$ cat src/sdhcal_defines.svh
`ifndef SDHCAL_DEFINES_SVH
`define SDHCAL_DEFINES_SVH

////////////////////////////////////////////////////////////////////////////
// widths
////////////////////////////////////////////////////////////////////////////
`define SDH_WORD_W      16  // control word and result word
`define SDH_DAC_W       10  // discriminator threshold code
`define SDH_CHN_W       6   // test channel number
`define SDH_NCHN        64  // channels per asic
`define SDH_WIN_W       12  // counting window length

// dac0 + dac1 + dac2 + ctest mask
`define SDH_FRAME_LEN   94
`define SDH_FIFO_DEPTH  16

////////////////////////////////////////////////////////////////////////////
// opcodes, top nibble of the control word
////////////////////////////////////////////////////////////////////////////
`define SDH_OP_SET_DAC  4'd1
`define SDH_OP_SET_CHN  4'd2
`define SDH_OP_SET_WIN  4'd3
`define SDH_OP_LOAD     4'd4
`define SDH_OP_SCURVE   4'd5

`endif

$ cat src/sdhcal_pkg.sv
`default_nettype none

`include "sdhcal_defines.svh"

package sdhcal_pkg;

    typedef enum logic [3:0] {
        OP_SET_DAC = `SDH_OP_SET_DAC,
        OP_SET_CHN = `SDH_OP_SET_CHN,
        OP_SET_WIN = `SDH_OP_SET_WIN,
        OP_LOAD    = `SDH_OP_LOAD,
        OP_SCURVE  = `SDH_OP_SCURVE
    } opcode_t;

    typedef logic [`SDH_DAC_W-1:0]  dac_t;    // threshold code
    typedef logic [`SDH_WORD_W-1:0] count_t;  // saturating trigger count

    // command view: opcode + 12-bit argument
    typedef struct packed {
        opcode_t     op;
        logic [11:0] arg;
    } cmd_view_t;

    // parameter view: opcode, which dac, dac value
    typedef struct packed {
        opcode_t    op;
        logic [1:0] sel;
        dac_t       val;
    } param_view_t;

    // one 16-bit word, read either way
    typedef union packed {
        cmd_view_t   cmd;
        param_view_t par;
    } ctrl_word_u;

endpackage

`default_nettype wire

$ cat src/usb_cmd_decoder.sv
`default_nettype none

`include "sdhcal_defines.svh"

module usb_cmd_decoder import sdhcal_pkg::*; (
    input  wire                   clk,
    input  wire                   rst,
    input  wire                   cmd_valid,
    input  ctrl_word_u            cmd_word,
    output dac_t                  dac0,
    output dac_t                  dac1,
    output dac_t                  dac2,
    output logic [`SDH_CHN_W-1:0] test_chn,
    output logic [`SDH_WIN_W-1:0] win_len,
    output logic                  load_cmd,     // one cycle
    output logic                  scurve_start, // one cycle
    output dac_t                  end_code
);

    ////////////////////////////////////////////////////////////////////////////
    // parameter registers and command pulses
    ////////////////////////////////////////////////////////////////////////////
    always_ff @(posedge clk) begin
        if (rst) begin
            dac0         <= '0;
            dac1         <= '0;
            dac2         <= '0;
            test_chn     <= '0;
            win_len      <= `SDH_WIN_W'd100;  // default window
            load_cmd     <= 1'b0;
            scurve_start <= 1'b0;
            end_code     <= '0;
        end else begin
            // pulses last one cycle only
            load_cmd     <= 1'b0;
            scurve_start <= 1'b0;
            if (cmd_valid) begin
                case (cmd_word.cmd.op)
                    OP_SET_DAC: begin
                        // parameter view picks the threshold
                        case (cmd_word.par.sel)
                            2'd0:    dac0 <= cmd_word.par.val;
                            2'd1:    dac1 <= cmd_word.par.val;
                            2'd2:    dac2 <= cmd_word.par.val;
                            default: ;  // sel 3 unused
                        endcase
                    end
                    OP_SET_CHN: test_chn <= cmd_word.cmd.arg[`SDH_CHN_W-1:0];
                    OP_SET_WIN: win_len  <= cmd_word.cmd.arg;
                    OP_LOAD:    load_cmd <= 1'b1;
                    OP_SCURVE: begin
                        scurve_start <= 1'b1;
                        end_code     <= cmd_word.cmd.arg[`SDH_DAC_W-1:0];  // last code
                    end
                    default: ;  // unknown opcode, dropped
                endcase
            end
        end
    end

endmodule

`default_nettype wire

$ cat src/sc_serializer.sv
`default_nettype none

`include "sdhcal_defines.svh"

module sc_serializer import sdhcal_pkg::*; (
    input  wire                  clk,
    input  wire                  rst,
    input  wire                  load_req,
    input  dac_t                 frame_dac0,
    input  dac_t                 frame_dac1,
    input  dac_t                 frame_dac2,
    input  wire [`SDH_CHN_W-1:0] frame_chn,
    output logic                 load_ack,
    output logic                 select,
    output logic                 sr_rstb,
    output logic                 sr_ck,
    output logic                 sr_in
);

    localparam int frame_len = `SDH_FRAME_LEN;
    localparam int cnt_w     = $clog2(frame_len);

    typedef enum logic [1:0] {S_IDLE, S_RST, S_SHIFT, S_ACK} state_t;

    state_t                 state;
    logic [frame_len-1:0]   shreg;    // frame, msb goes out first
    logic [cnt_w-1:0]       bit_cnt;
    logic                   phase;    // 0 = data setup, 1 = sr_ck high
    logic [`SDH_NCHN-1:0]   ctest;

    // test capacitor on the selected channel only
    assign ctest = {{(`SDH_NCHN-1){1'b0}}, 1'b1} << frame_chn;

    always_ff @(posedge clk) begin
        if (rst) begin
            state    <= S_IDLE;
            bit_cnt  <= '0;
            phase    <= 1'b0;
            load_ack <= 1'b0;
            select   <= 1'b0;
            sr_rstb  <= 1'b1;
            sr_ck    <= 1'b0;
            sr_in    <= 1'b0;
        end else begin
            case (state)
                S_IDLE: if (load_req && !load_ack) begin
                    select  <= 1'b1;
                    sr_rstb <= 1'b0;  // one-cycle register reset
                    state   <= S_RST;
                end
                S_RST: begin
                    sr_rstb <= 1'b1;
                    sr_in   <= shreg[frame_len-1];  // first bit, clock low
                    bit_cnt <= '0;
                    phase   <= 1'b0;
                    state   <= S_SHIFT;
                end
                S_SHIFT: begin
                    phase <= ~phase;
                    sr_ck <= ~phase;  // high on second half of each bit
                    if (phase) begin
                        if (bit_cnt == cnt_w'(frame_len - 1)) begin
                            load_ack <= 1'b1;  // last bit clocked
                            select   <= 1'b0;
                            state    <= S_ACK;
                        end else begin
                            bit_cnt <= bit_cnt + 1'b1;
                            sr_in   <= shreg[frame_len-2];
                        end
                    end
                end
                S_ACK: if (!load_req) begin
                    load_ack <= 1'b0;
                    state    <= S_IDLE;
                end
                default: state <= S_IDLE;
            endcase
        end
    end

    // frame shift register, no reset
    always_ff @(posedge clk) begin
        if (state == S_IDLE && load_req && !load_ack) begin
            shreg <= {frame_dac0, frame_dac1, frame_dac2, ctest};
        end else if (state == S_SHIFT && phase) begin
            shreg <= {shreg[frame_len-2:0], 1'b0};
        end
    end

endmodule

`default_nettype wire

$ cat src/trigger_counter.sv
`default_nettype none

`include "sdhcal_defines.svh"

module trigger_counter import sdhcal_pkg::*; (
    input  wire                  clk,
    input  wire                  rst,
    input  wire                  out_trigb,  // async, active low
    input  wire [`SDH_WIN_W-1:0] win_len,
    input  wire                  win_start,
    output logic                 win_done,
    output count_t               count
);

    logic                  trig_s1, trig_s2, trig_d;  // sync pair + edge delay
    logic                  trig_fall;
    logic                  busy;
    logic [`SDH_WIN_W-1:0] win_cnt;                   // cycles left in window

    assign trig_fall = trig_d & ~trig_s2;

    always_ff @(posedge clk) begin
        if (rst) begin
            trig_s1  <= 1'b1;  // idle high
            trig_s2  <= 1'b1;
            trig_d   <= 1'b1;
            busy     <= 1'b0;
            win_cnt  <= '0;
            win_done <= 1'b0;
            count    <= '0;
        end else begin
            trig_s1  <= out_trigb;
            trig_s2  <= trig_s1;
            trig_d   <= trig_s2;
            win_done <= 1'b0;
            if (win_start) begin
                busy    <= 1'b1;
                win_cnt <= win_len;
                count   <= '0;
            end else if (busy) begin
                if (trig_fall && count != '1) begin
                    count <= count + 1'b1;  // saturates at all ones
                end
                win_cnt <= win_cnt - 1'b1;
                if (win_cnt <= `SDH_WIN_W'd1) begin  // last window cycle
                    busy     <= 1'b0;
                    win_done <= 1'b1;
                end
            end
        end
    end

endmodule

`default_nettype wire

$ cat src/result_fifo.sv
`default_nettype none

`include "sdhcal_defines.svh"

module result_fifo import sdhcal_pkg::*; #(
    parameter int depth = `SDH_FIFO_DEPTH
) (
    input  wire    clk,
    input  wire    rst,
    input  wire    push,
    input  count_t din,
    output logic   full,
    input  wire    rd_en,
    output count_t dout,
    output logic   empty
);

    localparam int addr_w = $clog2(depth);
    localparam int cnt_w  = $clog2(depth + 1);

    count_t            mem [depth];
    logic [addr_w-1:0] wr_ptr, rd_ptr;
    logic [cnt_w-1:0]  occ;     // words stored
    logic              wr, rd;

    assign full  = (occ == cnt_w'(depth));
    assign empty = (occ == '0);
    assign wr    = push && !full;
    assign rd    = rd_en && !empty;
    assign dout  = mem[rd_ptr];  // fall-through head word

    always_ff @(posedge clk) begin
        if (rst) begin
            wr_ptr <= '0;
            rd_ptr <= '0;
            occ    <= '0;
        end else begin
            if (wr) wr_ptr <= (wr_ptr == addr_w'(depth - 1)) ? '0 : wr_ptr + 1'b1;
            if (rd) rd_ptr <= (rd_ptr == addr_w'(depth - 1)) ? '0 : rd_ptr + 1'b1;
            case ({wr, rd})
                2'b10:   occ <= occ + 1'b1;
                2'b01:   occ <= occ - 1'b1;
                default: ;  // both or neither
            endcase
        end
    end

    always_ff @(posedge clk) begin
        if (wr) mem[wr_ptr] <= din;
    end

endmodule

`default_nettype wire

$ cat src/scurve_sequencer.sv
`default_nettype none

`include "sdhcal_defines.svh"

module scurve_sequencer import sdhcal_pkg::*; (
    input  wire                   clk,
    input  wire                   rst,
    input  dac_t                  dac0,
    input  dac_t                  dac1,
    input  dac_t                  dac2,
    input  wire [`SDH_CHN_W-1:0]  test_chn,
    input  wire                   load_cmd,
    input  wire                   scurve_start,
    input  dac_t                  end_code,
    output logic                  load_req,
    input  wire                   load_ack,
    output dac_t                  frame_dac0,
    output dac_t                  frame_dac1,
    output dac_t                  frame_dac2,
    output logic [`SDH_CHN_W-1:0] frame_chn,
    output logic                  win_start,
    input  wire                   win_done,
    input  count_t                count,
    output logic                  push,
    output count_t                push_data,
    input  wire                   full,
    output logic                  scurve_done
);

    typedef enum logic [2:0] {
        ST_IDLE, ST_MAN_LOAD, ST_SW_LOAD, ST_COUNT, ST_PUSH, ST_DONE
    } state_t;

    state_t                state;
    dac_t                  code;      // current sweep threshold
    dac_t                  last_code; // end_code taken at start
    logic [`SDH_CHN_W-1:0] sw_chn;    // channel frozen for the sweep
    logic                  sweeping;

    ////////////////////////////////////////////////////////////////////////////
    // frame source select, user settings or sweep code
    ////////////////////////////////////////////////////////////////////////////
    assign sweeping   = (state == ST_SW_LOAD) || (state == ST_COUNT) || (state == ST_PUSH);
    assign frame_dac0 = sweeping ? code : dac0;
    assign frame_dac1 = sweeping ? code : dac1;
    assign frame_dac2 = sweeping ? code : dac2;
    assign frame_chn  = sweeping ? sw_chn : test_chn;

    assign push      = (state == ST_PUSH) && !full;  // hold off under back-pressure
    assign push_data = count;                        // held by counter until next window

    always_ff @(posedge clk) begin
        if (rst) begin
            state       <= ST_IDLE;
            load_req    <= 1'b0;
            win_start   <= 1'b0;
            scurve_done <= 1'b0;
            code        <= '0;
            last_code   <= '0;
            sw_chn      <= '0;
        end else begin
            win_start <= 1'b0;
            case (state)
                ST_IDLE: begin
                    if (scurve_start) begin
                        code        <= '0;
                        last_code   <= end_code;
                        sw_chn      <= test_chn;
                        scurve_done <= 1'b0;
                        load_req    <= 1'b1;
                        state       <= ST_SW_LOAD;
                    end else if (load_cmd) begin
                        load_req <= 1'b1;
                        state    <= ST_MAN_LOAD;
                    end
                end
                ST_MAN_LOAD: begin
                    if (load_req && load_ack) begin
                        load_req <= 1'b0;
                    end else if (!load_req && !load_ack) begin
                        state <= ST_IDLE;  // handshake closed
                    end
                end
                ST_SW_LOAD: begin
                    if (load_req && load_ack) begin
                        load_req <= 1'b0;
                    end else if (!load_req && !load_ack) begin
                        win_start <= 1'b1;  // open counting window
                        state     <= ST_COUNT;
                    end
                end
                ST_COUNT: if (win_done) state <= ST_PUSH;
                ST_PUSH: if (!full) begin
                    if (code == last_code) begin
                        state <= ST_DONE;
                    end else begin
                        code     <= code + 1'b1;  // next threshold
                        load_req <= 1'b1;
                        state    <= ST_SW_LOAD;
                    end
                end
                ST_DONE: begin
                    scurve_done <= 1'b1;  // held until next start
                    state       <= ST_IDLE;
                end
                default: state <= ST_IDLE;
            endcase
        end
    end

endmodule

`default_nettype wire

$ cat src/sdhcal_top.sv
`default_nettype none

`include "sdhcal_defines.svh"

module sdhcal_top import sdhcal_pkg::*; (
    input  wire        clk,
    input  wire        rst,
    input  wire        cmd_valid,
    input  ctrl_word_u cmd_word,
    input  wire        out_trigb,   // asic trigger, active low
    output logic       select,      // slow-control register select
    output logic       sr_rstb,
    output logic       sr_ck,
    output logic       sr_in,
    input  wire        fifo_rd_en,
    output count_t     fifo_dout,
    output logic       fifo_empty,
    output logic       scurve_done
);

    // decoder outputs
    dac_t                  dac0, dac1, dac2, end_code;
    logic [`SDH_CHN_W-1:0] test_chn;
    logic [`SDH_WIN_W-1:0] win_len;
    logic                  load_cmd, scurve_start;
    // serializer handshake
    logic                  load_req, load_ack;
    dac_t                  frame_dac0, frame_dac1, frame_dac2;
    logic [`SDH_CHN_W-1:0] frame_chn;
    // counter and fifo
    logic                  win_start, win_done, push, full;
    count_t                count, push_data;

    usb_cmd_decoder i_decoder (
        .clk, .rst, .cmd_valid, .cmd_word,
        .dac0, .dac1, .dac2, .test_chn, .win_len,
        .load_cmd, .scurve_start, .end_code
    );

    scurve_sequencer i_sequencer (
        .clk, .rst, .dac0, .dac1, .dac2, .test_chn,
        .load_cmd, .scurve_start, .end_code,
        .load_req, .load_ack,
        .frame_dac0, .frame_dac1, .frame_dac2, .frame_chn,
        .win_start, .win_done, .count,
        .push, .push_data, .full, .scurve_done
    );

    sc_serializer i_serializer (
        .clk, .rst, .load_req,
        .frame_dac0, .frame_dac1, .frame_dac2, .frame_chn,
        .load_ack, .select, .sr_rstb, .sr_ck, .sr_in
    );

    trigger_counter i_trig_cnt (
        .clk, .rst, .out_trigb, .win_len, .win_start, .win_done, .count
    );

    result_fifo #(.depth(`SDH_FIFO_DEPTH)) i_result_fifo (
        .clk, .rst, .push, .din(push_data), .full,
        .rd_en(fifo_rd_en), .dout(fifo_dout), .empty(fifo_empty)
    );

endmodule

`default_nettype wire

$ cat config.mk
export PLATFORM = sky130hd
export DESIGN_NAME = sdhcal_top
export DESIGN_NICKNAME = d
export VERILOG_FILES = /design/src/sdhcal_pkg.sv /design/src/usb_cmd_decoder.sv /design/src/sc_serializer.sv /design/src/trigger_counter.sv /design/src/result_fifo.sv /design/src/scurve_sequencer.sv /design/src/sdhcal_top.sv
export VERILOG_INCLUDE_DIRS = /design/src /design/src/src
export SDC_FILE = /design/constraint.sdc
export NUM_CORES = 1
export LEC_CHECK = 0
export BUFFER_PORTS_ARGS = -buffer_cell sky130_fd_sc_hd__buf_2
export CAP_MARGIN = 20
export CORE_MARGIN = 8
export CORE_UTILIZATION = 56
export DETAILED_ROUTE_END_ITERATION = 6
export GPL_TIMING_DRIVEN = 0
export PLACE_DENSITY = 0.75
export SLEW_MARGIN = 40
export SYNTH_ARGS = -nofsm -noshare
export SYNTH_HDL_FRONTEND = slang
export SYNTH_SLANG_ARGS = --single-unit
$ cat constraint.sdc
create_clock -name clk -period 3.93 [get_ports clk]
set_clock_uncertainty 0.15 [all_clocks]
set_input_delay 0.393 -clock clk [delete_from_list [all_inputs] [get_ports clk]]
set_output_delay 0.393 -clock clk [all_outputs]
set_load 0.02 [all_outputs]
==> results.json, run 1 <==
{
  "min_period_over_period": 0.9605,
  "placementRows": 70,
  "p_leak_uw": 0.008010,
  "grt_util_all_layers": 0.2245,
  "fmax_mhz": 264.9,
  "dr.pass1.iters": 5,
  "rsz0062_at_grt": "no",
  "fillerInstances": 2622,
  "grt_antenna_before_repair": 0,
  "cts_root_buffer": "clkbuf_16",
  "r2r-start": "i_serializer.state[0]",
  "drt_first_iter_violations": 1158,
  "syn_to_final_growth_pct": 14.06,
  "seq_area_frac_synth": 0.6555,
  "grt_max_degree": 52,
  "numCtsBuffers": 48,
  "vias": 13380,
  "wl_per_cell_um": 22.82,
  "port_buffers": 42,
  "die_area_um2": 43620,
  "syn_area_um2": 20830,
  "post_drt_via_cell_ratio": 6.160,
  "die_h_um": 208.9,
  "wl_um": 49560,
  "post_cts_buffers": 0,
  "fp.dieW_um": 208.9,
  "grt_pass1_vias": 13360,
  "crit_arrival_ns": 3.23,
  "cts-htree-levels": 2,
  "ys.flop_type": "edfxtp_1",
  "grt-ovfl-total": 0,
  "diodes": 0,
  "maxSlewViolCount": 0,
  "cts_buffer_depth": 3,
  "ys_warn_count": 0,
  "synth_nets": 1584,
  "grt_pass1_wl_um": 76820,
  "cp-end-kind": "output pin",
  "gp_congestion": 0.8449,
  "cts_tree": "built",
  "placed_cells": 2077,
  "initial_core_util": 0.5689,
  "holdCritPathClass": "primary input to flip-flop",
  "finalHoldViolCount": 0,
  "multi_input_area_um2": 6852,
  "criticalPathCategory": "flip-flop to output pin",
  "ant_nets": 0,
  "synthTopCellsByArea": "edfxtp_1 (50%), dfxtp_1 (15%), mux4_2 (8.7%)",
  "clk_latency_ns": 0.58,
  "peakVddDrop_uv": 372.7,
  "fin_nets": 1706,
  "instances_no_fill": 2172,
  "post-dp-hpwl_um": 31320,
  "tightest_slew_ns": 0.8797,
  "ys_types": 64,
  "synth_edf_count": 350,
  "worstPathMaxFanout": 10,
  "status": "finished, final reports clean",
  "core_area_um2": 36610,
  "min-delay-start": "cmd_word[4]",
  "finalSetupTns_ns": 0,
  "yosysTopAreaCell": "edfxtp_1",
  "final_layout_size_suffix_gt1_frac": 0.1643,
  "power_density_nw_per_um2": 474.4,
  "ff_latch_area_um2": 13650,
  "setup_viol": 0,
  "cts_num_sinks": 507,
  "synth-async-reset-ratio": 0,
  "io_pins": 43,
  "required_ns": 3.39,
  "syn_inst": 1544,
  "syn_avg_cell_area_um2": 13.49,
  "drv_cap": 0,
  "synth_seq_cells": 507,
  "slew_headroom": 0.4135,
  "yosys.area.top_type_share": 0.5046,
  "fin_crit_ns": 3.775,
  "drcViolationCount": 0,
  "clk_pin_slew_worst_paths_ns": 0.06,
  "start_kind": "flip-flop"
}
## flip-flops by register name, summed over array words and instances (netlist names), 3 cells and up, named ones only
signal / flops
i_trig_cnt.win_cnt: 12
i_result_fifo.rd_ptr: 4
i_sequencer.sw_chn: 6
i_serializer.shreg: 94
i_sequencer.code: 10
i_sequencer.last_code: 10
i_result_fifo.mem: 256
i_sequencer.state: 3
i_decoder.end_code: 10
i_trig_cnt.count: 16
i_decoder.dac0: 10
i_result_fifo.occ: 5
i_result_fifo.wr_ptr: 4
i_decoder.dac1: 10
i_serializer.bit_cnt: 7
i_decoder.test_chn: 6
i_decoder.dac2: 10
i_decoder.win_len: 12
## critical path, stage by stage, from the launching register on
cell and delay [ns]:
dfxtp_1 0.31, clkbuf_1 0.48, clkbuf_1 0.72, mux4_2 0.43, mux4_2 0.52, buf_2 0.19
## layout make-up
| cell class | instances | area share |
|---|---|---|
| Sequential cell | 507 | 0.5747 |
| Multi-Input combinational cell | 928 | 0.2884 |
| Clock buffer | 65 | 0.05757 |
| Timing Repair Buffer | 73 | 0.02686 |
| Tap cell | 468 | 0.02465 |
| Buffer | 86 | 0.01559 |
| Clock inverter | 23 | 0.008743 |
| Inverter | 22 | 0.003476 |
## cell usage after synthesis, drive strengths merged (7+ instances only)
library cell	count
edfxtp	350
nand2	171
dfxtp	157
nor2	126
o21ai	97
a21oi	90
mux4	80
clkbuf	54
mux2i	54
nand3	41
xnor2	34
buf	33
nor3	26
a22o	24
inv	22
ha	19
or3	18
nor2b	14
nand4	11
a31oi	9
xor2	9
a211oi	8
nand2b	7
nand3b	7
or2	7
## metrics by stage
| stage | cell area (um2) | hold WS, ns | power [uW] | util | setup WS (ns) |
|---|---|---|---|---|---|
| 2_1_floorplan | 20830 | 0.2395 | 6545 | - | 0.6201 |
| 3_3_place_gp | 21630 | 0.2444 | 6741 | 0.5907 | -0.6143 |
| 3_5_place_dp | 22100 | 0.2498 | 6773 | 0.6037 | 0.3177 |
| 4_1_cts | 23760 | 0.008773 | 11320 | 0.6489 | 0.03408 |
| 5_1_grt | 23760 | 0.02773 | 11610 | 0.6489 | 0.05387 |
| 6_report | 23760 | 0.03600 | 11270 | 0.6489 | 0.1551 |
## placed cells by master (no fill, tap or decap), types with 7 or more instances in the layout
cell type	n
nor2_1	114
a31oi_1	9
nand2b_1	7
clkbuf_16	50
or3_1	17
buf_4	9
a21oi_1	89
nand2_1	170
xor2_1	9
clkinv_2	9
ha_1	19
dlygate4sd3_1	8
dfxtp_1	157
mux2i_1	54
nor2b_1	14
nor2_4	12
mux4_2	80
buf_1	11
xnor2_1	34
nor3_1	22
o21ai_0	91
buf_2	63
or2_2	7
inv_1	22
a211oi_1	8
clkbuf_1	62
nand3_1	41
edfxtp_1	350
buf_16	7
a22o_1	24
nand4_1	11
nand3b_1	7
## path summary, 6_finish.rpt
path / endpoint / slack, ns / cells after the start
hold reg to reg: i_trig_cnt.trig_s2 / 0.26 / 1
setup reg to reg: i_serializer.shreg[7] / 0.32 / 8
hold / removal: i_decoder.win_len[4] / 0.04 / 3
setup / recovery: fifo_dout[13] / 0.16 / 5
## repair_timing
| item | CTS | global route |
|---|---|---|
| resized for setup | 0 | 0 |
| hold buffers | 8 | 0 |
| endpoints found under the setup margin | 0 | 14 |
| endpoints found under the hold margin | 7 | 0 |
## report_power, final
group	switching (uW)	internal, uW
clock network	2010	2590
registers	69.0	5930
logic	458	217
## per-layer routing
layer,share of wire,vias up,track usage
met5,0,-,0
met4,0.025,0,0.06416
met3,0.066,92,0.03517
met2,0.51,555,0.3944
met1,0.40,6693,0.2858
li1,-,6040,-
## cells by family (layout without fill, tap and decap cells)
kind of cell,Yosys count,after routing,synth area share
flops,507,507,0.6555
simple gates,466,466,0.1042
compound gates,262,262,0.07413
mux,138,138,0.1148
buf+inv,109,269,0.02187
xor+xnor,43,43,0.01808
fa+ha+maj,19,19,0.01141
Power figures use the tool's default switching activity.
==> run 2: changes to the inputs <==
Settings changed: CTS_BUF_LIST set to sky130_fd_sc_hd__clkbuf_8 sky130_fd_sc_hd__clkbuf_16.
==> results.json, run 2 (synthesis gave the netlist of run 1 again) <==
{
  "status": "finished, final reports clean",
  "drt_first_iter_violations": 1182,
  "gp_congestion": 0.8449,
  "wl_per_cell_um": 22.80,
  "r2r_end": "i_serializer.shreg[12]",
  "crit_family": "buffers and inverters",
  "crit_chain": "clkbuf_1, clkbuf_1, mux4_2, mux4_2, buf_2",
  "peakVddDrop_uv": 374.7,
  "cts_num_sinks": 507,
  "min-delay-start": "cmd_word[4]",
  "largest_reg_flops": 256,
  "regToRegSetupSlack_ns": 0.30,
  "grt_util_all_layers": 0.2245,
  "grt_antenna_before_repair": 0,
  "cts_buffer_depth": 3,
  "ff_latch_area_um2": 13650,
  "cts_root_buffer": "clkbuf_16",
  "p_leak_uw": 0.008047,
  "worst_hold_slack_ns": 0.03596,
  "post_drt_via_cell_ratio": 6.116,
  "cts_resized": 0,
  "finalHoldViolCount": 0,
  "cts_tree": "built",
  "min_period_over_period": 0.9540,
  "cts-htree-levels": 2,
  "worstHoldPathCells": 3,
  "rsz0062_at_grt": "no",
  "core_area_um2": 36610,
  "grt_pass1_wl_um": 76840,
  "die_h_um": 208.9,
  "slew_headroom": 0.4163,
  "drv_cap": 0,
  "slowest_stage": "clkbuf_1",
  "wl_um": 49520,
  "drcViolationCount": 0,
  "die_area_um2": 43620,
  "layout_commonest_cell": "edfxtp_1",
  "numCtsBuffers": 48,
  "worst_slack_ns": 0.1808,
  "final_layout_size_suffix_gt1_frac": 0.1643,
  "crit_buf_inv": 3,
  "initial_core_util": 0.5689,
  "clk_pin_slew_worst_paths_ns": 0.06,
  "fillerInstances": 2622,
  "setup_viol": 0,
  "fp.dieW_um": 208.9,
  "start_kind": "flip-flop",
  "diodes": 0,
  "min_to": "i_decoder.win_len[4]",
  "top_regs": "i_result_fifo.mem (256), i_serializer.shreg (94), i_trig_cnt.count (16)",
  "required_ns": 3.39,
  "cp_slowest_stage_delay_ns": 0.72,
  "cp_num_cells": 5,
  "holdCritPathClass": "primary input to flip-flop",
  "grt_max_degree": 52,
  "place_worst_setup_slack_ns": 0.3177,
  "post-dp-hpwl_um": 31320,
  "cp-end-kind": "output pin",
  "layout_common_cells": "edfxtp_1 (350), nand2_1 (170), dfxtp_1 (157), nor2_1 (114), o21ai_0 (91)",
  "grt-ovfl-total": 0,
  "worst_r2r_path_depth": 8,
  "worstPathMaxFanout": 10,
  "vias": 13280,
  "ant_nets": 0,
  "io_pins": 43,
  "crit_arrival_ns": 3.21,
  "fin_nets": 1706,
  "fmax_mhz": 266.7,
  "syn_to_final_growth_pct": 14.06,
  "dr.pass1.iters": 7,
  "tightest_slew_ns": 0.8756,
  "criticalPathCategory": "flip-flop to output pin",
  "port_buffers": 42,
  "fin_util": 0.6489,
  "top_register": "i_result_fifo.mem",
  "placementRows": 70,
  "multi_input_area_um2": 6852,
  "clk_latency_ns": 0.57,
  "power_density_nw_per_um2": 473.6,
  "r2r-start": "i_serializer.state[0]",
  "maxSlewViolCount": 0,
  "grt_pass1_vias": 13360,
  "fin_crit_ns": 3.749
}
-- run 2: final cells by class --
type	instances	area share
inverter	22	0.003476
sequential	507	0.5747
clock inverter	32	0.01016
clock buffer	56	0.05614
timing repair buffer	73	0.02686
tap	468	0.02465
multi-input combinational	928	0.2884
buffer	86	0.01559
-- run 2: power breakdown --
| group | internal (uW) | leakage (uW) | total (uW) | switching (uW) |
|---|---|---|---|---|
| logic | 217 | 0.00270 | 677 | 459 |
| clock network | 2570 | 0.000801 | 4580 | 2010 |
| registers | 5930 | 0.00454 | 5990 | 68.6 |
-- run 2: worst reg2reg max path: stages (launching register included) --
cell,delay [ns]
dfxtp_1,0.38
inv_1,0.10
ha_1,0.25
nand3b_1,0.28
clkbuf_1,0.44
buf_1,0.51
buf_1,0.54
nand2_8,0.36
buf_16,0.33
-- run 2: worst max-delay path by stage --
stage,end,slack [ns]
6_report,fifo_dout[13],0.18
5_1_grt,fifo_dout[13],0.05
4_1_cts,fifo_dout[13],0.03
3_5_place_dp,i_serializer.shreg[14],0.32
3_3_place_gp,i_serializer.shreg[24],-0.61
2_1_floorplan,i_serializer.shreg[0],0.62
-- run 2: metrics by stage --
step,total power [uW],std cells,TNS [ns],area (um2)
after detailed placement,6773,2077,0,22100
after CTS,11300,2173,0,23760
final,11250,2172,0,23760
after global routing,11590,2172,0,23760
after global placement,6741,2054,-75.85,21630
after floorplan,6545,1544,0,20830
-- run 2: routing by layer --
layer	part of all wire	vias to the layer above	track usage	wire [um]
li1	-	6037	-	-
met1	0.40	6602	0.2860	19590
met2	0.51	554	0.3943	25230
met3	0.069	91	0.03517	3440
met4	0.025	0	0.06416	1250
met5	0	-	0	0
-- run 2: timing repair --
item                                    in CTS  in global routing
hold endpoints to repair                     7                  0
buffers inserted                             0                  0
endpoints found under the setup margin       0                 14
hold buffers                                 8                  0
